### src/logic/axil_pkg.sv
// AXI4-Lite register map of the divide unit
// offsets, address width, status bits and response codes
package axil_pkg;

    localparam int axil_addr_w = 8;

    localparam logic [axil_addr_w-1:0] reg_a      = 8'h00;  // dividend, r/w
    localparam logic [axil_addr_w-1:0] reg_b      = 8'h04;  // divisor, r/w
    localparam logic [axil_addr_w-1:0] reg_ctrl   = 8'h08;  // op code, write starts
    localparam logic [axil_addr_w-1:0] reg_status = 8'h0C;  // read only
    localparam logic [axil_addr_w-1:0] reg_quot   = 8'h10;  // read only
    localparam logic [axil_addr_w-1:0] reg_rem    = 8'h14;  // read only

    localparam int stat_busy = 0;
    localparam int stat_done = 1;
    localparam int stat_dbz  = 2;  // last division had a zero divisor

    typedef enum logic [1:0] {
        resp_okay   = 2'b00,
        resp_slverr = 2'b10
    } resp_t;

endpackage

### src/logic/div_pkg.sv
// divider package
// data width, word and count types, and operation codes
// for the integer divide unit
package div_pkg;

    localparam int data_w = 32;              // operand and result width
    localparam int clz_w  = $clog2(data_w);  // width of a leading-zero count

    typedef logic [data_w-1:0] word_t;  // one operand or result
    typedef logic [clz_w-1:0]  clz_t;   // one leading-zero count

    // low two bits of the RISC-V funct3 for the M-extension divides
    typedef enum logic [1:0] {
        op_div  = 2'b00,  // signed quotient
        op_divu = 2'b01,  // unsigned quotient
        op_rem  = 2'b10,  // signed remainder
        op_remu = 2'b11   // unsigned remainder
    } div_op_t;

endpackage

### src/logic/clz.sv
// count leading zeros of one data word
// binary search over halves, so depth is log2 of the width
// all-zero input reads as all ones
`timescale 1ns/1ns

module clz (
    input  div_pkg::word_t clz_input,
    output div_pkg::clz_t  clz
);

    localparam int width  = $bits(div_pkg::word_t);
    localparam int levels = $bits(div_pkg::clz_t);

    always_comb begin
        logic [width-1:0] v;  // window being searched, kept left aligned
        v   = clz_input;
        clz = '0;
        // widest half first, each level decides one count bit
        for (int i = levels - 1; i >= 0; i--) begin
            if ((v >> (width - (1 << i))) == '0) begin  // top 2^i bits clear
                clz[i] = 1'b1;
                v      = v << (1 << i);  // move next window to the top
            end
        end
    end

endmodule

### src/logic/div_axil_regs.sv
// AXI4-Lite slave register block of the divide unit
// operand registers with byte strobes, ctrl write starts a division,
// status reports busy, done and divide by zero, results read only
// ctrl reads back the result of the op that was started
`timescale 1ns/1ns

module div_axil_regs (
    input  logic                             clk,
    input  logic                             rst,
    input  logic [axil_pkg::axil_addr_w-1:0] awaddr,
    input  logic                             awvalid,
    output logic                             awready,
    input  div_pkg::word_t                   wdata,
    input  logic [div_pkg::data_w/8-1:0]     wstrb,
    input  logic                             wvalid,
    output logic                             wready,
    output axil_pkg::resp_t                  bresp,
    output logic                             bvalid,
    input  logic                             bready,
    input  logic [axil_pkg::axil_addr_w-1:0] araddr,
    input  logic                             arvalid,
    output logic                             arready,
    output div_pkg::word_t                   rdata,
    output axil_pkg::resp_t                  rresp,
    output logic                             rvalid,
    input  logic                             rready,
    output logic                             start,
    output div_pkg::div_op_t                 op,
    output div_pkg::word_t                   operand_a,
    output div_pkg::word_t                   operand_b,
    input  div_pkg::word_t                   quot,
    input  div_pkg::word_t                   rem,
    input  div_pkg::word_t                   result,
    input  logic                             done,
    input  logic                             dbz
);
    import div_pkg::*;
    import axil_pkg::*;

    logic  wr_ready;   // shared aw/w ready, one cycle wide
    logic  wr_hs;
    logic  wr_ok;      // write lands on a writable register
    logic  rd_hs;
    logic  busy;
    logic  done_flag;  // sticky until the next start
    logic  dbz_flag;
    word_t status_word;

    function automatic word_t apply_strb(word_t cur, word_t data,
                                         logic [data_w/8-1:0] strb);
        word_t res;
        res = cur;
        for (int i = 0; i < data_w / 8; i++) begin
            if (strb[i]) res[8*i +: 8] = data[8*i +: 8];
        end
        return res;
    endfunction

    assign awready = wr_ready;
    assign wready  = wr_ready;
    assign wr_hs   = awvalid && wvalid && wr_ready;
    assign arready = !rvalid;  // held rvalid stalls the read channel only
    assign rd_hs   = arvalid && arready;

    // operands and ctrl are locked while a division runs
    always_comb begin
        case (awaddr)
            reg_a, reg_b, reg_ctrl: wr_ok = !busy;
            default:                wr_ok = 1'b0;
        endcase
    end

    always_comb begin
        status_word            = '0;
        status_word[stat_busy] = busy;
        status_word[stat_done] = done_flag;
        status_word[stat_dbz]  = dbz_flag;
    end

    always_ff @(posedge clk) begin
        if (rst) begin
            wr_ready  <= 1'b0;
            bvalid    <= 1'b0;
            start     <= 1'b0;
            op        <= op_div;
            busy      <= 1'b0;
            done_flag <= 1'b0;
            dbz_flag  <= 1'b0;
        end else begin
            wr_ready <= awvalid && wvalid && !bvalid && !wr_ready;
            start    <= 1'b0;
            if (bvalid && bready) bvalid <= 1'b0;
            if (done) begin
                busy      <= 1'b0;
                done_flag <= 1'b1;
                dbz_flag  <= dbz;
            end
            if (wr_hs) begin
                bvalid <= 1'b1;
                if (wr_ok && (awaddr == reg_ctrl)) begin
                    op        <= div_op_t'(wdata[1:0]);
                    start     <= 1'b1;
                    busy      <= 1'b1;
                    done_flag <= 1'b0;
                    dbz_flag  <= 1'b0;
                end
            end
        end
    end

    always_ff @(posedge clk) begin
        if (wr_hs) begin
            bresp <= wr_ok ? resp_okay : resp_slverr;
            if (wr_ok && (awaddr == reg_a)) operand_a <= apply_strb(operand_a, wdata, wstrb);
            if (wr_ok && (awaddr == reg_b)) operand_b <= apply_strb(operand_b, wdata, wstrb);
        end
    end

    always_ff @(posedge clk) begin
        if (rst) begin
            rvalid <= 1'b0;
        end else if (rd_hs) begin
            rvalid <= 1'b1;
        end else if (rready) begin
            rvalid <= 1'b0;
        end
    end

    always_ff @(posedge clk) begin
        if (rd_hs) begin
            rresp <= resp_okay;
            case (araddr)
                reg_a:      rdata <= operand_a;
                reg_b:      rdata <= operand_b;
                reg_ctrl:   rdata <= result;
                reg_status: rdata <= status_word;
                reg_quot:   rdata <= quot;
                reg_rem:    rdata <= rem;
                default: begin
                    rdata <= '0;
                    rresp <= resp_slverr;  // unmapped offset
                end
            endcase
        end
    end

endmodule

### src/logic/div_quick_clz.sv
// unsigned iterative divider, variable latency
// each step aligns the divisor under the remainder's leading one
// using leading-zero counts and retires one quotient bit per step,
// skipping all the zero bits in between
`timescale 1ns/1ns

module div_quick_clz (
    input  logic           clk,
    input  logic           rst,
    input  logic           start,
    input  logic           ack,
    input  div_pkg::word_t a,
    input  div_pkg::word_t b,
    output div_pkg::word_t q,
    output div_pkg::word_t r,
    output logic           complete,
    output logic           b_is_zero
);
    import div_pkg::*;

    logic            first_cycle;   // loads a and b
    logic            running;
    logic            terminate;     // remainder below divisor
    word_t           a_r;
    word_t           b_r;
    word_t           shifted_b;     // divisor with its leading one at the msb
    clz_t            r_clz;
    clz_t            b_clz;
    clz_t            b_clz_r;
    clz_t            clz_delta;
    logic [data_w:0] diff1;         // extra msb is the borrow
    word_t           diff2;
    word_t           b1;
    word_t           b2;
    word_t           q_bit1;
    word_t           q_bit2;
    word_t           new_r;
    word_t           new_q;

    clz clz_r_i (.clz_input(r), .clz(r_clz));
    clz clz_b_i (.clz_input(b), .clz(b_clz));

    // operands sampled every cycle, stable while busy
    always_ff @(posedge clk) begin
        a_r       <= a;
        b_r       <= b;
        b_clz_r   <= b_clz;
        shifted_b <= b_r << b_clz_r;  // first valid on the second cycle
    end

    assign clz_delta = b_clz_r - r_clz;  // quotient bit weight of this step

    always_comb begin
        q_bit1            = '0;
        q_bit1[clz_delta] = 1'b1;
    end
    assign q_bit2 = q_bit1 >> 1;

    assign b1    = shifted_b >> r_clz;            // aligned to r's leading one
    assign diff1 = {1'b0, r} - {1'b0, b1};
    assign b2    = b1 >> 1;                       // fallback when b1 is too big
    assign diff2 = r - b2;

    assign new_r = diff1[data_w] ? diff2 : diff1[data_w-1:0];
    assign new_q = q | (diff1[data_w] ? q_bit2 : q_bit1);

    // count is all ones for both zero and one, bit 0 tells them apart
    assign b_is_zero = (b_clz_r == '1) && !b_r[0];
    assign terminate = (r < b_r);

    always_ff @(posedge clk) begin
        if (rst) begin
            first_cycle <= 1'b0;
            running     <= 1'b0;
            complete    <= 1'b0;
        end else begin
            first_cycle <= start;
            if (first_cycle && !b_is_zero) begin
                running <= 1'b1;
            end else if (running && terminate) begin
                running <= 1'b0;
            end
            if (ack) begin
                complete <= 1'b0;
            end else if ((running && terminate) || (first_cycle && b_is_zero)) begin
                complete <= 1'b1;  // zero divisor finishes on the first cycle
            end
        end
    end

    always_ff @(posedge clk) begin
        if (first_cycle) begin
            q <= b_is_zero ? '1 : '0;
            r <= a_r;
        end else if (running && !terminate) begin
            q <= new_q;
            r <= new_r;
        end
    end

endmodule

### src/logic/div_result_fixup.sv
// result fixup after the unsigned core
// restores signs, applies the zero-divisor rule and latches
// quotient, remainder and the op's selected result
`timescale 1ns/1ns

module div_result_fixup (
    input  logic           clk,
    input  logic           rst,
    input  logic           complete,
    input  logic           b_is_zero,
    input  div_pkg::word_t q_raw,
    input  div_pkg::word_t r_raw,
    input  logic           neg_q,
    input  logic           neg_r,
    input  logic           sel_rem,
    input  div_pkg::word_t a_orig,
    output div_pkg::word_t quot,
    output div_pkg::word_t rem,
    output div_pkg::word_t result,  // quot or rem, picked by the op
    output logic           done,
    output logic           dbz,
    output logic           ack
);
    import div_pkg::*;

    logic  take;  // first cycle of complete
    word_t quot_v;
    word_t rem_v;

    assign take = complete && !ack;

    // zero divisor: quotient all ones, remainder is the dividend
    assign quot_v = b_is_zero ? '1 : (neg_q ? (~q_raw + word_t'(1)) : q_raw);
    assign rem_v  = b_is_zero ? a_orig : (neg_r ? (~r_raw + word_t'(1)) : r_raw);

    always_ff @(posedge clk) begin
        if (rst) begin
            done <= 1'b0;
            ack  <= 1'b0;
            dbz  <= 1'b0;
        end else begin
            done <= take;  // one-cycle pulses, ack drops complete next edge
            ack  <= take;
            if (take) dbz <= b_is_zero;  // held until the next result
        end
    end

    always_ff @(posedge clk) begin
        if (take) begin
            quot   <= quot_v;
            rem    <= rem_v;
            result <= sel_rem ? rem_v : quot_v;
        end
    end

endmodule

### src/logic/div_sign_ctrl.sv
// sign handling in front of the unsigned core
// forms operand magnitudes for signed ops and records
// the result signs and op kind at start
`timescale 1ns/1ns

module div_sign_ctrl (
    input  logic             clk,
    input  logic             rst,
    input  logic             start,
    input  div_pkg::div_op_t op,
    input  div_pkg::word_t   operand_a,
    input  div_pkg::word_t   operand_b,
    output div_pkg::word_t   mag_a,
    output div_pkg::word_t   mag_b,
    output div_pkg::word_t   a_orig,   // dividend as written, for zero divisor
    output logic             neg_q,
    output logic             neg_r,
    output logic             sel_rem
);
    import div_pkg::*;

    logic is_signed;
    logic sign_a;
    logic sign_b;

    assign is_signed = (op == op_div) || (op == op_rem);
    assign sign_a    = is_signed && operand_a[data_w-1];
    assign sign_b    = is_signed && operand_b[data_w-1];

    // most negative value maps onto itself, which is its unsigned magnitude
    assign mag_a = sign_a ? (~operand_a + word_t'(1)) : operand_a;
    assign mag_b = sign_b ? (~operand_b + word_t'(1)) : operand_b;

    always_ff @(posedge clk) begin
        if (rst) begin
            neg_q   <= 1'b0;
            neg_r   <= 1'b0;
            sel_rem <= 1'b0;
        end else if (start) begin
            neg_q   <= sign_a ^ sign_b;  // quotient sign
            neg_r   <= sign_a;           // remainder follows the dividend
            sel_rem <= (op == op_rem) || (op == op_remu);
        end
    end

    always_ff @(posedge clk) begin
        if (start) a_orig <= operand_a;
    end

endmodule

### src/logic/div_unit_top.sv
// memory-mapped integer divide unit
// register block feeds the sign controller and the unsigned core
// side by side, the fixup stage merges them into the results
`timescale 1ns/1ns

module div_unit_top (
    input  logic                             clk,
    input  logic                             rst,
    input  logic [axil_pkg::axil_addr_w-1:0] awaddr,
    input  logic                             awvalid,
    output logic                             awready,
    input  div_pkg::word_t                   wdata,
    input  logic [div_pkg::data_w/8-1:0]     wstrb,
    input  logic                             wvalid,
    output logic                             wready,
    output axil_pkg::resp_t                  bresp,
    output logic                             bvalid,
    input  logic                             bready,
    input  logic [axil_pkg::axil_addr_w-1:0] araddr,
    input  logic                             arvalid,
    output logic                             arready,
    output div_pkg::word_t                   rdata,
    output axil_pkg::resp_t                  rresp,
    output logic                             rvalid,
    input  logic                             rready
);
    import div_pkg::*;

    logic    start;
    div_op_t op;
    word_t   operand_a;
    word_t   operand_b;
    word_t   mag_a;
    word_t   mag_b;
    word_t   a_orig;
    logic    neg_q;
    logic    neg_r;
    logic    sel_rem;
    word_t   q_raw;
    word_t   r_raw;
    logic    complete;
    logic    b_is_zero;
    logic    ack;
    word_t   quot;
    word_t   rem;
    word_t   result;
    logic    done;
    logic    dbz;

    div_axil_regs div_axil_regs_i (
        .clk       (clk),
        .rst       (rst),
        .awaddr    (awaddr),
        .awvalid   (awvalid),
        .awready   (awready),
        .wdata     (wdata),
        .wstrb     (wstrb),
        .wvalid    (wvalid),
        .wready    (wready),
        .bresp     (bresp),
        .bvalid    (bvalid),
        .bready    (bready),
        .araddr    (araddr),
        .arvalid   (arvalid),
        .arready   (arready),
        .rdata     (rdata),
        .rresp     (rresp),
        .rvalid    (rvalid),
        .rready    (rready),
        .start     (start),
        .op        (op),
        .operand_a (operand_a),
        .operand_b (operand_b),
        .quot      (quot),
        .rem       (rem),
        .result    (result),
        .done      (done),
        .dbz       (dbz)
    );

    div_sign_ctrl div_sign_ctrl_i (
        .clk       (clk),
        .rst       (rst),
        .start     (start),
        .op        (op),
        .operand_a (operand_a),
        .operand_b (operand_b),
        .mag_a     (mag_a),
        .mag_b     (mag_b),
        .a_orig    (a_orig),
        .neg_q     (neg_q),
        .neg_r     (neg_r),
        .sel_rem   (sel_rem)
    );

    div_quick_clz div_quick_clz_i (
        .clk       (clk),
        .rst       (rst),
        .start     (start),
        .ack       (ack),
        .a         (mag_a),
        .b         (mag_b),
        .q         (q_raw),
        .r         (r_raw),
        .complete  (complete),
        .b_is_zero (b_is_zero)
    );

    div_result_fixup div_result_fixup_i (
        .clk       (clk),
        .rst       (rst),
        .complete  (complete),
        .b_is_zero (b_is_zero),
        .q_raw     (q_raw),
        .r_raw     (r_raw),
        .neg_q     (neg_q),
        .neg_r     (neg_r),
        .sel_rem   (sel_rem),
        .a_orig    (a_orig),
        .quot      (quot),
        .rem       (rem),
        .result    (result),
        .done      (done),
        .dbz       (dbz),
        .ack       (ack)
    );

endmodule

### config.mk
export PLATFORM = sky130hd
export DESIGN_NAME = div_unit_top
export DESIGN_NICKNAME = d
export VERILOG_FILES = /design/src/logic/axil_pkg.sv /design/src/logic/div_pkg.sv /design/src/logic/clz.sv /design/src/logic/div_axil_regs.sv /design/src/logic/div_quick_clz.sv /design/src/logic/div_result_fixup.sv /design/src/logic/div_sign_ctrl.sv /design/src/logic/div_unit_top.sv
export SDC_FILE = /design/constraint.sdc
export NUM_CORES = 1
export LEC_CHECK = 0
export ABC_CLOCK_PERIOD_IN_PS = 13400
export BUFFER_PORTS_ARGS = -buffer_cell sky130_fd_sc_hd__clkbuf_2
export CORE_UTILIZATION = 50
export DETAILED_ROUTE_END_ITERATION = 12
export GPL_TIMING_DRIVEN = 0
export PLACE_DENSITY_LB_ADDON = 0.15
export SLEW_MARGIN = 15
export SYNTH_ARGS = -nofsm -noshare
export SYNTH_HDL_FRONTEND = slang
export SYNTH_SLANG_ARGS = --single-unit
### constraint.sdc
create_clock -name clk -period 13.4 [get_ports clk]
set_clock_uncertainty 0.1 [all_clocks]
set_input_delay 2.68 -clock clk [delete_from_list [all_inputs] [get_ports clk]]
set_output_delay 2.68 -clock clk [all_outputs]
set_load 0.01 [all_outputs]
Word-level counts from Yosys, hierarchy flattened. Cells that the tools add are included.

Eq/ne operators: 10. Order comparisons: 3. Bitwise gates (word level): 7. Muxes and demuxes: 54. Shift-type cells: 2. $add $sub $neg: 7. Reductions and logical operators: 59.

Operators with widths (count): 32-bit 2-to-1 mux (22); 32-bit zero test (10); 32-bit one-hot mux with 6 select lines (1); 32-bit by 1-bit adder with 32-bit output, second input constant (4); 32-bit NOT (4); 32-bit by 32-bit subtractor with 33-bit output (1); 32-bit less-than comparator (1); 32-bit OR (1); 32-bit by 5-bit << shifter with 32-bit output (1); 32-bit by 5-bit right shift with 32-bit output (1); 32-bit by 31-bit subtractor with 32-bit output (1); 1-bit 2-to-1 mux (28); 8-bit by 4-bit equality test with 1-bit output, second input constant (3); 3-bit AND reduction (8); 1-bit logical AND (18); 8-bit by 3-bit equality test with 1-bit output, second input constant (2); 8-bit by 5-bit equality test with 1-bit output, second input constant (2); 8-bit zero test (2); 1-bit zero test (8); 2-bit nonzero test (4); 5-bit by 6-bit less-than comparator with 1-bit output, second input constant (1); 6-bit OR reduction (1); 1-bit demux with 5-bit select (1); 5-bit equality test, second input constant (1); other kinds (11) (16).

Register bits: 410. Output and inout port bits: 41. Input bits: 59. Word-level logic and storage cells: 179.

Longest topological paths before layout. Gate-level depths: netlist of run 1.

Depth after elaboration: 19. Gate-level depth with buffers: 31. Mapped depth without buffers: 27.

Modules after synthesis. From an unflattened synthesis of run 1, not the netlist that was laid out.

Cells, all modules: 2744. Area, all modules: 26426.6 µm².

Modules (own cells, without submodules): div_quick_clz (instances 1, area an instance 12553.3 µm², cells an instance 1458); div_result_fixup (instances 1, area an instance 5844.4 µm², cells an instance 556); div_axil_regs (instances 1, area an instance 4724.5 µm², cells an instance 384); div_sign_ctrl (instances 1, area an instance 2593.7 µm², cells an instance 254); clz (instances 2, area an instance 355.3 µm², cells an instance 46).

Worst setup path before layout of run 1. No wires, ideal clock.

Path kind: register to register. From: reg div_quick_clz_i.r[30]. To: reg div_quick_clz_i.r[30], data pin. Buffers on the path: 2. Path slack: 6591 ps. Cell stages (with the launch flop): 30. Arrival: 6444 ps. Cell sequence: edfxtp_1 buf_2 nor4_2 nand4_1 mux2i_1 nor3_4 inv_2 or4_4 a31oi_4 o21ai_2 buf_4 inv_2 mux2i_1 mux2i_1 mux2_2 mux2i_1 ha_1 inv_1 fa_1 a211oi_1 o211ai_1 a311oi_1 nand3_1 a21oi_1 o21ai_0 a211o_1 a21o_1 a21oi_1 xor2_1 o211ai_1.

Word-level cells in the longest chain between the ends: 15.

RTL lines: start: declaration (RTL line div_quick_clz.sv:15) `output div_pkg::word_t r,`; start signal: assignment (RTL line div_quick_clz.sv:94) `r <= a_r;`; start signal: assignment (RTL line div_quick_clz.sv:97) `r <= new_r;`; 32-bit zero test (RTL line clz.sv:20) `if ((v >> (width - (1 << i))) == '0) begin`; 32-bit 2-to-1 mux (RTL line clz.sv:20); 32-bit zero test (RTL line clz.sv:20); 32-bit 2-to-1 mux (RTL line clz.sv:20); 32-bit zero test (RTL line clz.sv:20); 32-bit 2-to-1 mux (RTL line clz.sv:20); 32-bit zero test (RTL line clz.sv:20); 32-bit 2-to-1 mux (RTL line clz.sv:20); 32-bit zero test (RTL line clz.sv:20); 1-bit 2-to-1 mux (RTL line clz.sv:20); 32-bit by 5-bit right shift with 32-bit output (RTL line div_quick_clz.sv:59) `assign b1 = shifted_b >> r_clz;`; 32-bit by 32-bit subtractor with 33-bit output / 32-bit by 31-bit subtractor with 32-bit output (equally long branches) (RTL line div_quick_clz.sv:60, div_quick_clz.sv:62); 32-bit 2-to-1 mux * (RTL line div_quick_clz.sv:64) `assign new_r = diff1[data_w] ? diff2 : diff1[data_w-1:0];`; 32-bit 2-to-1 mux * (RTL line div_quick_clz.sv:95) `end else if (running && !terminate) begin`; 32-bit 2-to-1 mux * (RTL line div_quick_clz.sv:92) `if (first_cycle) begin`.

Mark *: on every way between the ends. The rest lies on a longest branch, timed or not. The select of a mux whose other input is x is not followed. A chain may end at the register's enable or synchronous reset.

Final worst setup path of run 1.
From: reg div_quick_clz_i.r[18]. To: reg div_quick_clz_i.r[17], data pin.

The elaborated chain is that of the path after synthesis.

==> results of run 1 <==
==> stage by stage <==
stage                     hold slack (ns)  utilization (%)  total power, mW  worst slack [ns]
after detailed placement            0.355             53.9             1.41              4.14
final                               0.362             56.8             2.57              3.70
after global placement              0.336             53.5             1.40              4.18
after CTS                           0.363             56.8             2.58              4.10
after floorplan                     0.313                -             1.38              6.59
after global routing                0.402             56.8             2.63              3.45
==> logic make-up (layout without fill, tap and decap cells) <==
group,after synthesis,after routing,synth area share (%)
multiplexers,191,191,8.59
XOR/XNOR,169,169,5.93
adder cells (fa/ha/maj),105,105,5.35
AND/OR/NAND/NOR,780,780,14.7
other,1,2,0.0150
flip-flops,408,408,44.3
buffers and inverters,222,404,3.58
AO/OA/AOI/OAI,697,697,17.6
==> metal layers <==
layer	share of wire (%)	GRT usage [%]
met5	0	0
met4	4.3	13.8
met3	7.9	5.06
met2	47	57.7
met1	40	44.6
==> cell usage after synthesis, types with 16 or more instances <==
master                     count  area share (%)
sky130_fd_sc_hd__nor3_1       49            0.98
sky130_fd_sc_hd__a31oi_1      26            0.65
sky130_fd_sc_hd__ha_1        102             5.1
sky130_fd_sc_hd__xor2_1       94             3.3
sky130_fd_sc_hd__nor2b_1      22            0.55
sky130_fd_sc_hd__mux2_2       54             2.4
sky130_fd_sc_hd__a22oi_1      66             2.0
sky130_fd_sc_hd__nor2_1      180             2.7
sky130_fd_sc_hd__o31ai_1      28            0.84
sky130_fd_sc_hd__a21o_1       41             1.2
sky130_fd_sc_hd__xnor2_1      75             2.6
sky130_fd_sc_hd__a21oi_1     171             3.4
sky130_fd_sc_hd__inv_1        82             1.2
sky130_fd_sc_hd__o21ai_0     204             4.1
sky130_fd_sc_hd__nand2b_1     29            0.73
sky130_fd_sc_hd__or3_1        25            0.63
sky130_fd_sc_hd__mux2i_1     122             4.9
sky130_fd_sc_hd__nand2_1     294             4.4
sky130_fd_sc_hd__nor4_1       28            0.70
sky130_fd_sc_hd__dfxtp_1     118             9.5
sky130_fd_sc_hd__a211oi_1     27            0.81
sky130_fd_sc_hd__edfxtp_1    290              35
sky130_fd_sc_hd__nand3_1      60             1.2
sky130_fd_sc_hd__clkbuf_1    106             1.6
sky130_fd_sc_hd__or4_1        16            0.48
==> power groups by stage <==
stage	logic (mW)	registers [mW]	clock network (mW)
floorplan	0.00862	1.38	0
global placement	0.0312	1.37	0
detailed placement	0.0336	1.37	0
CTS	0.0340	1.35	1.20
global route	0.0360	1.35	1.25
finish	0.0339	1.35	1.19
==> layout make-up <==
class / count / share of cell area (%)
Timing Repair Buffer: 104 / 2.29
Clock buffer: 63 / 4.38
Buffer: 135 / 2.03
Tap cell: 664 / 2.98
Inverter: 87 / 1.17
Sequential cell: 408 / 39.7
Multi-Input combinational cell: 1944 / 46.8
Clock inverter: 15 / 0.672
==> worst register-to-register path: cells and delay by family, from the launching register on <==
| kind | cells | cell delay, ns |
|---|---|---|
| compound gates | 11 | 3.67 |
| buf+inv | 6 | 1.97 |
| simple gates | 6 | 1.77 |
| mux | 3 | 0.80 |
| flops | 1 | 0.65 |
| fa+ha+maj | 2 | 0.49 |
==> final timing paths <==
| path | start | end | slack [ns] | depth (start not counted) |
|---|---|---|---|---|
| setup / recovery | div_quick_clz_i.r[18]$_DFFE_PP_ | div_quick_clz_i.r[17]$_DFFE_PP_ | 3.70 | 28 |
| hold / removal | div_axil_regs_i.op[1]$_SDFFE_PP0P_ | div_axil_regs_i.op[1]$_SDFFE_PP0P_ | 0.36 | 2 |
| setup reg to reg | div_quick_clz_i.r[18]$_DFFE_PP_ | div_quick_clz_i.r[17]$_DFFE_PP_ | 3.70 | 28 |
| hold reg to reg | div_axil_regs_i.op[1]$_SDFFE_PP0P_ | div_axil_regs_i.op[1]$_SDFFE_PP0P_ | 0.36 | 2 |
==> results.cfg, run 1 <==
[placed_design]
place.detailed.hpwl_mm = 69.8
finalWeightedCongestion = 0.993
numPortBuffers = 94
placed_cell_area_um2 = 26500
post-place-cells = 3342

[cts]
clock_sink_count = 408
post_cts_buffers = 0
post_cts_hold_buffer_count = 0
clock_slew_at_the_register_clock_pins_of_the_worst_setup_and_hold_paths_ns = 0.06
ctsHtreeMaxLevel = 2
insertion_delay_ns = 0.59
cts_inserted_buffers = 43
cts_root_buffer = sky130_fd_sc_hd__clkbuf_16
clock_tree_from_tritoncts = built
maximum_buffer_depth_of_the_clock_tree = 3
cts_resized = 0

[cells_and_area]
fin_cells = 3420
fillerInstances = 4393
post_route_cells_drive_above_1_share_pct = 10.4
final_nets = 2887
layout-area-overhead-vs-synth_pct = 11.8
area_of_all_sequential_standard_cells_um2 = 11100
multi_input_comb_area_um2 = 13100
antennaDiodeCount = 0
mostFrequentLayoutCell = sky130_fd_sc_hd__nand2_1
final_area_um2 = 27900
final_cell_mix = sky130_fd_sc_hd__nand2_1, sky130_fd_sc_hd__edfxtp_1, sky130_fd_sc_hd__o21ai_0, sky130_fd_sc_hd__nor2_1, sky130_fd_sc_hd__a21oi_1

[yosys]
synth-warning-count = 0
netlist-cell-type-count = 89
fraction_of_the_yosys_area_taken_by_sequential_cells_pct = 44.3
synth_edf_count = 290
flip_flop_and_latch_count_after_synthesis = 408
yosys_most_used_dff = sky130_fd_sc_hd__edfxtp_1
avgSynthCellArea_um2 = 9.71
syn_inst = 2573
async_flop_share_pct = 0
cell_area_after_synthesis_um2 = 25000

[setup_path]
cp-end-kind = register
critical_path_fanout_max = 10
worstPathBufferInverterCount = 6
timing.critical_path.slowest_cell_delay_ns = 0.67
worst_ep_arrival_time_ns = 9.93
critical_path.startpoint_type = register
crit_top_cell = sky130_fd_sc_hd__o21ai_0
setup.worst_path.class = register to register
required_ns = 13.63
critPathSlowestCell = sky130_fd_sc_hd__clkbuf_1
cp_top_family = compound AO/OA/AOI/OAI gates

[floorplanning]
placementRows = 81
die-height_um = 226
initial_core_util_pct = 50.8
floorplan.core_area_um2 = 49200
io-pin-count = 100
die_x_um = 226
die_area_um2 = 50900

[grt]
grt_start_max_net_pins = 55
track_usage_pct = 34.4
antenna_violations_before_repair = 0
grt.overflow.total = 0
grt_pass1_vias = 20400
grt_pass1_wl_mm = 129

[power_and_ir_drop]
netSwitchingPower_mw = 0.517
share_of_total_power_in_the_clock_network_pct = 46.3
power_leakage_nw = 10.7
vdd_ir_drop_max_uv = 105
p_sw_share_pct = 20.1
p_per_area_nw_per_um2 = 92.1
pwr-share-seq_pct = 52.4
internal-power_mw = 2.05
power.share.combinational_pct = 1.3

[timing]
min_period_over_period_pct = 72.4
clock.fmax_mhz = 103
finalSetupTns_ns = 0
timing_max_transition_violations_final = 0
rsz0062_at_grt = no
tightest_slew_ns = 0.962
slew_headroom_pct = 35.7
report.final.setup_viol = 0
hold_viol_final = 0
final_period_minus_worst_setup_slack_ns = 9.70

[detailed_routing]
vias_per_cell = 6.35
drt_iter0_drc = 2194
detail_route.first_pass.iterations = 8
count_of_antenna_violating_nets_left_after_detailed_routing = 0
via_total_after_detailed_routing = 21700
detail_route.wl_per_cell_um = 25.6
wirelength_mm = 87.6
drc_violations_left = 0

[worst_hold_path]
hold_class = register to register

[run_status]
outcome = finished clean

[job]
max_cap_violations = 0
No activity file was read; power rests on OpenSTA's default activity.
==> run 2, diff against run 1 <==
ABC_CLOCK_PERIOD_IN_PS = 8100   (was 13400)
clock period = 8.1 ns   (was 13.4 ns; I/O delays follow)
==> results.cfg, run 2 (synthesis results as in run 1) <==
[run_status]
outcome = finished clean

[setup_path]
setup.worst_path.class = register to register
critical_path_fanout_max = 11
critical_path.startpoint_type = register
worst_ep_arrival_time_ns = 8.04
timing.critical_path.slowest_cell_delay_ns = 0.62
critPathSlowestCell = sky130_fd_sc_hd__edfxtp_1
required_ns = 8.30
cp-end-kind = register

[grt]
grt_use_met1_pct = 44.6
use_met3_pct = 5.23
grt.overflow.total = 0
antenna_violations_before_repair = 1
grt_start_max_net_pins = 55
track_usage_pct = 34.6
met2_usage_pct = 58.3
global_route.peak_usage_layer = met2
grt_pass1_vias = 20500
grt_pass1_wl_mm = 129

[placed_design]
dp_slack_ns = -1.16
numPortBuffers = 94
finalWeightedCongestion = 0.993
place.detailed.hpwl_mm = 69.8
placed_cell_area_um2 = 26500
post-place-cells = 3342

[cts]
clock_slew_at_the_register_clock_pins_of_the_worst_setup_and_hold_paths_ns = 0.06
clock_sink_count = 408
cts_inserted_buffers = 43
post_cts_hold_buffer_count = 0
maximum_buffer_depth_of_the_clock_tree = 3
cts_root_buffer = sky130_fd_sc_hd__clkbuf_16
clock_tree_from_tritoncts = built
insertion_delay_ns = 0.60
ctsHtreeMaxLevel = 2

[floorplanning]
initial_core_util_pct = 50.8
io-pin-count = 100
die_x_um = 226
die-height_um = 226
die_area_um2 = 50900
floorplan.core_area_um2 = 49200
placementRows = 81

[cells_and_area]
fin_cells = 3449
mostFrequentLayoutCell = sky130_fd_sc_hd__nand2_1
final_area_um2 = 28400
fillerInstances = 4382
final_nets = 2915
layout-area-overhead-vs-synth_pct = 13.9
final_cell_mix = sky130_fd_sc_hd__nand2_1, sky130_fd_sc_hd__edfxtp_1, sky130_fd_sc_hd__o21ai_0, sky130_fd_sc_hd__nor2_1, sky130_fd_sc_hd__a21oi_1
multi_input_comb_area_um2 = 13400
area_of_all_sequential_standard_cells_um2 = 11100
post_route_cells_drive_above_1_share_pct = 13.3

[timing]
report.final.setup_viol = 0
clock.fmax_mhz = 128
timing_max_transition_violations_final = 0
tightest_slew_ns = 0.989
slew_headroom_pct = 34.1
timing.final.ws_setup_ns = 0.259
final_period_minus_worst_setup_slack_ns = 7.84
min_period_over_period_pct = 96.8
hold_viol_final = 0

[power_and_ir_drop]
power.share.combinational_pct = 1.3
pwr-share-seq_pct = 52.3
vdd_ir_drop_max_uv = 173
p_per_area_nw_per_um2 = 150
p_sw_share_pct = 20.2
internal-power_mw = 3.40
power_leakage_nw = 10.9
share_of_total_power_in_the_clock_network_pct = 46.3
netSwitchingPower_mw = 0.858

[detailed_routing]
drt_iter0_drc = 2277
drc_violations_left = 0
wirelength_mm = 88.3
detail_route.first_pass.iterations = 5
vias_per_cell = 6.30
via_total_after_detailed_routing = 21700
detail_route.wl_per_cell_um = 25.6
count_of_antenna_violating_nets_left_after_detailed_routing = 0

[job]
max_cap_violations = 0

[worst_hold_path]
hold_class = register to register
run 2: cell count changes in the layout (fill, tap and decap cells not counted), moves of 8 or more:
cell	delta
sky130_fd_sc_hd__clkbuf_1	-8
sky130_fd_sc_hd__a21oi_2	+9
sky130_fd_sc_hd__a211oi_1	-13
sky130_fd_sc_hd__a21oi_1	-11
sky130_fd_sc_hd__buf_4	+31
sky130_fd_sc_hd__a211oi_2	+12
run 2: per-stage QoR:
step                hold WS, ns  total power [mW]  setup TNS, ns  util (%)
CTS                       0.363              4.27              0      57.2
floorplan                 0.313              2.29              0         -
global placement          0.336              2.32         -42.68      53.5
detailed placement        0.355              2.33         -46.41      53.9
finish                    0.367              4.26              0      57.9
global route              0.402              4.35         -0.749      57.9
run 2: layout make-up:
type	count	share of cell area, %
timing repair buffer	132	2.98
antenna	1	0.00880
clock inverter	15	0.660
clock buffer	63	4.30
tap	664	2.92
inverter	87	1.15
buffer	135	2.11
sequential	408	38.9
multi-input combinational	1944	46.9
run 2: path summary, 6_finish.rpt:
check	endpoint	from	slack, ns	cells after the start
worst max-delay path	div_quick_clz_i.r[5]$_DFFE_PP_	div_quick_clz_i.r[25]$_DFFE_PP_	0.26	29
worst min-delay path	div_axil_regs_i.op[1]$_SDFFE_PP0P_	div_axil_regs_i.op[1]$_SDFFE_PP0P_	0.37	2
worst max register to register	div_quick_clz_i.r[5]$_DFFE_PP_	div_quick_clz_i.r[25]$_DFFE_PP_	0.26	29
worst min register to register	div_axil_regs_i.op[1]$_SDFFE_PP0P_	div_axil_regs_i.op[1]$_SDFFE_PP0P_	0.37	2
run 2: power by group through the flow:
stage          sequential, mW  clock (mW)  combinational, mW
3_5_place_dp             2.27           0             0.0556
3_3_place_gp             2.27           0             0.0517
6_report                 2.23        1.97             0.0562
5_1_grt                  2.23        2.07             0.0597
2_1_floorplan            2.28           0             0.0142
4_1_cts                  2.23        1.99             0.0562
run 2: per-layer routing:
metal	wire length, µm	part of all wire, %	vias up
met3	6610	7.5	191
met2	42000	48	1014
li1	-	-	9895
met5	13	0.015	-
met4	3880	4.4	2
met1	35800	41	10600
run 2: timing repair:
item / in CTS / in global routing
pin swaps: 3 / 6
setup buffers: 4 / 24
gates cloned: 0 / 0
gates resized for setup: 42 / 45
setup endpoints to repair: 64 / 64
run 2: worst max-delay path: cells and delay by family, from the launching register on:
family / cells / cell delay (ns)
compound gates: 12 / 2.92
simple gates: 6 / 1.53
buf+inv: 7 / 1.31
fa+ha+maj: 2 / 0.66
flops: 1 / 0.62
mux: 2 / 0.40
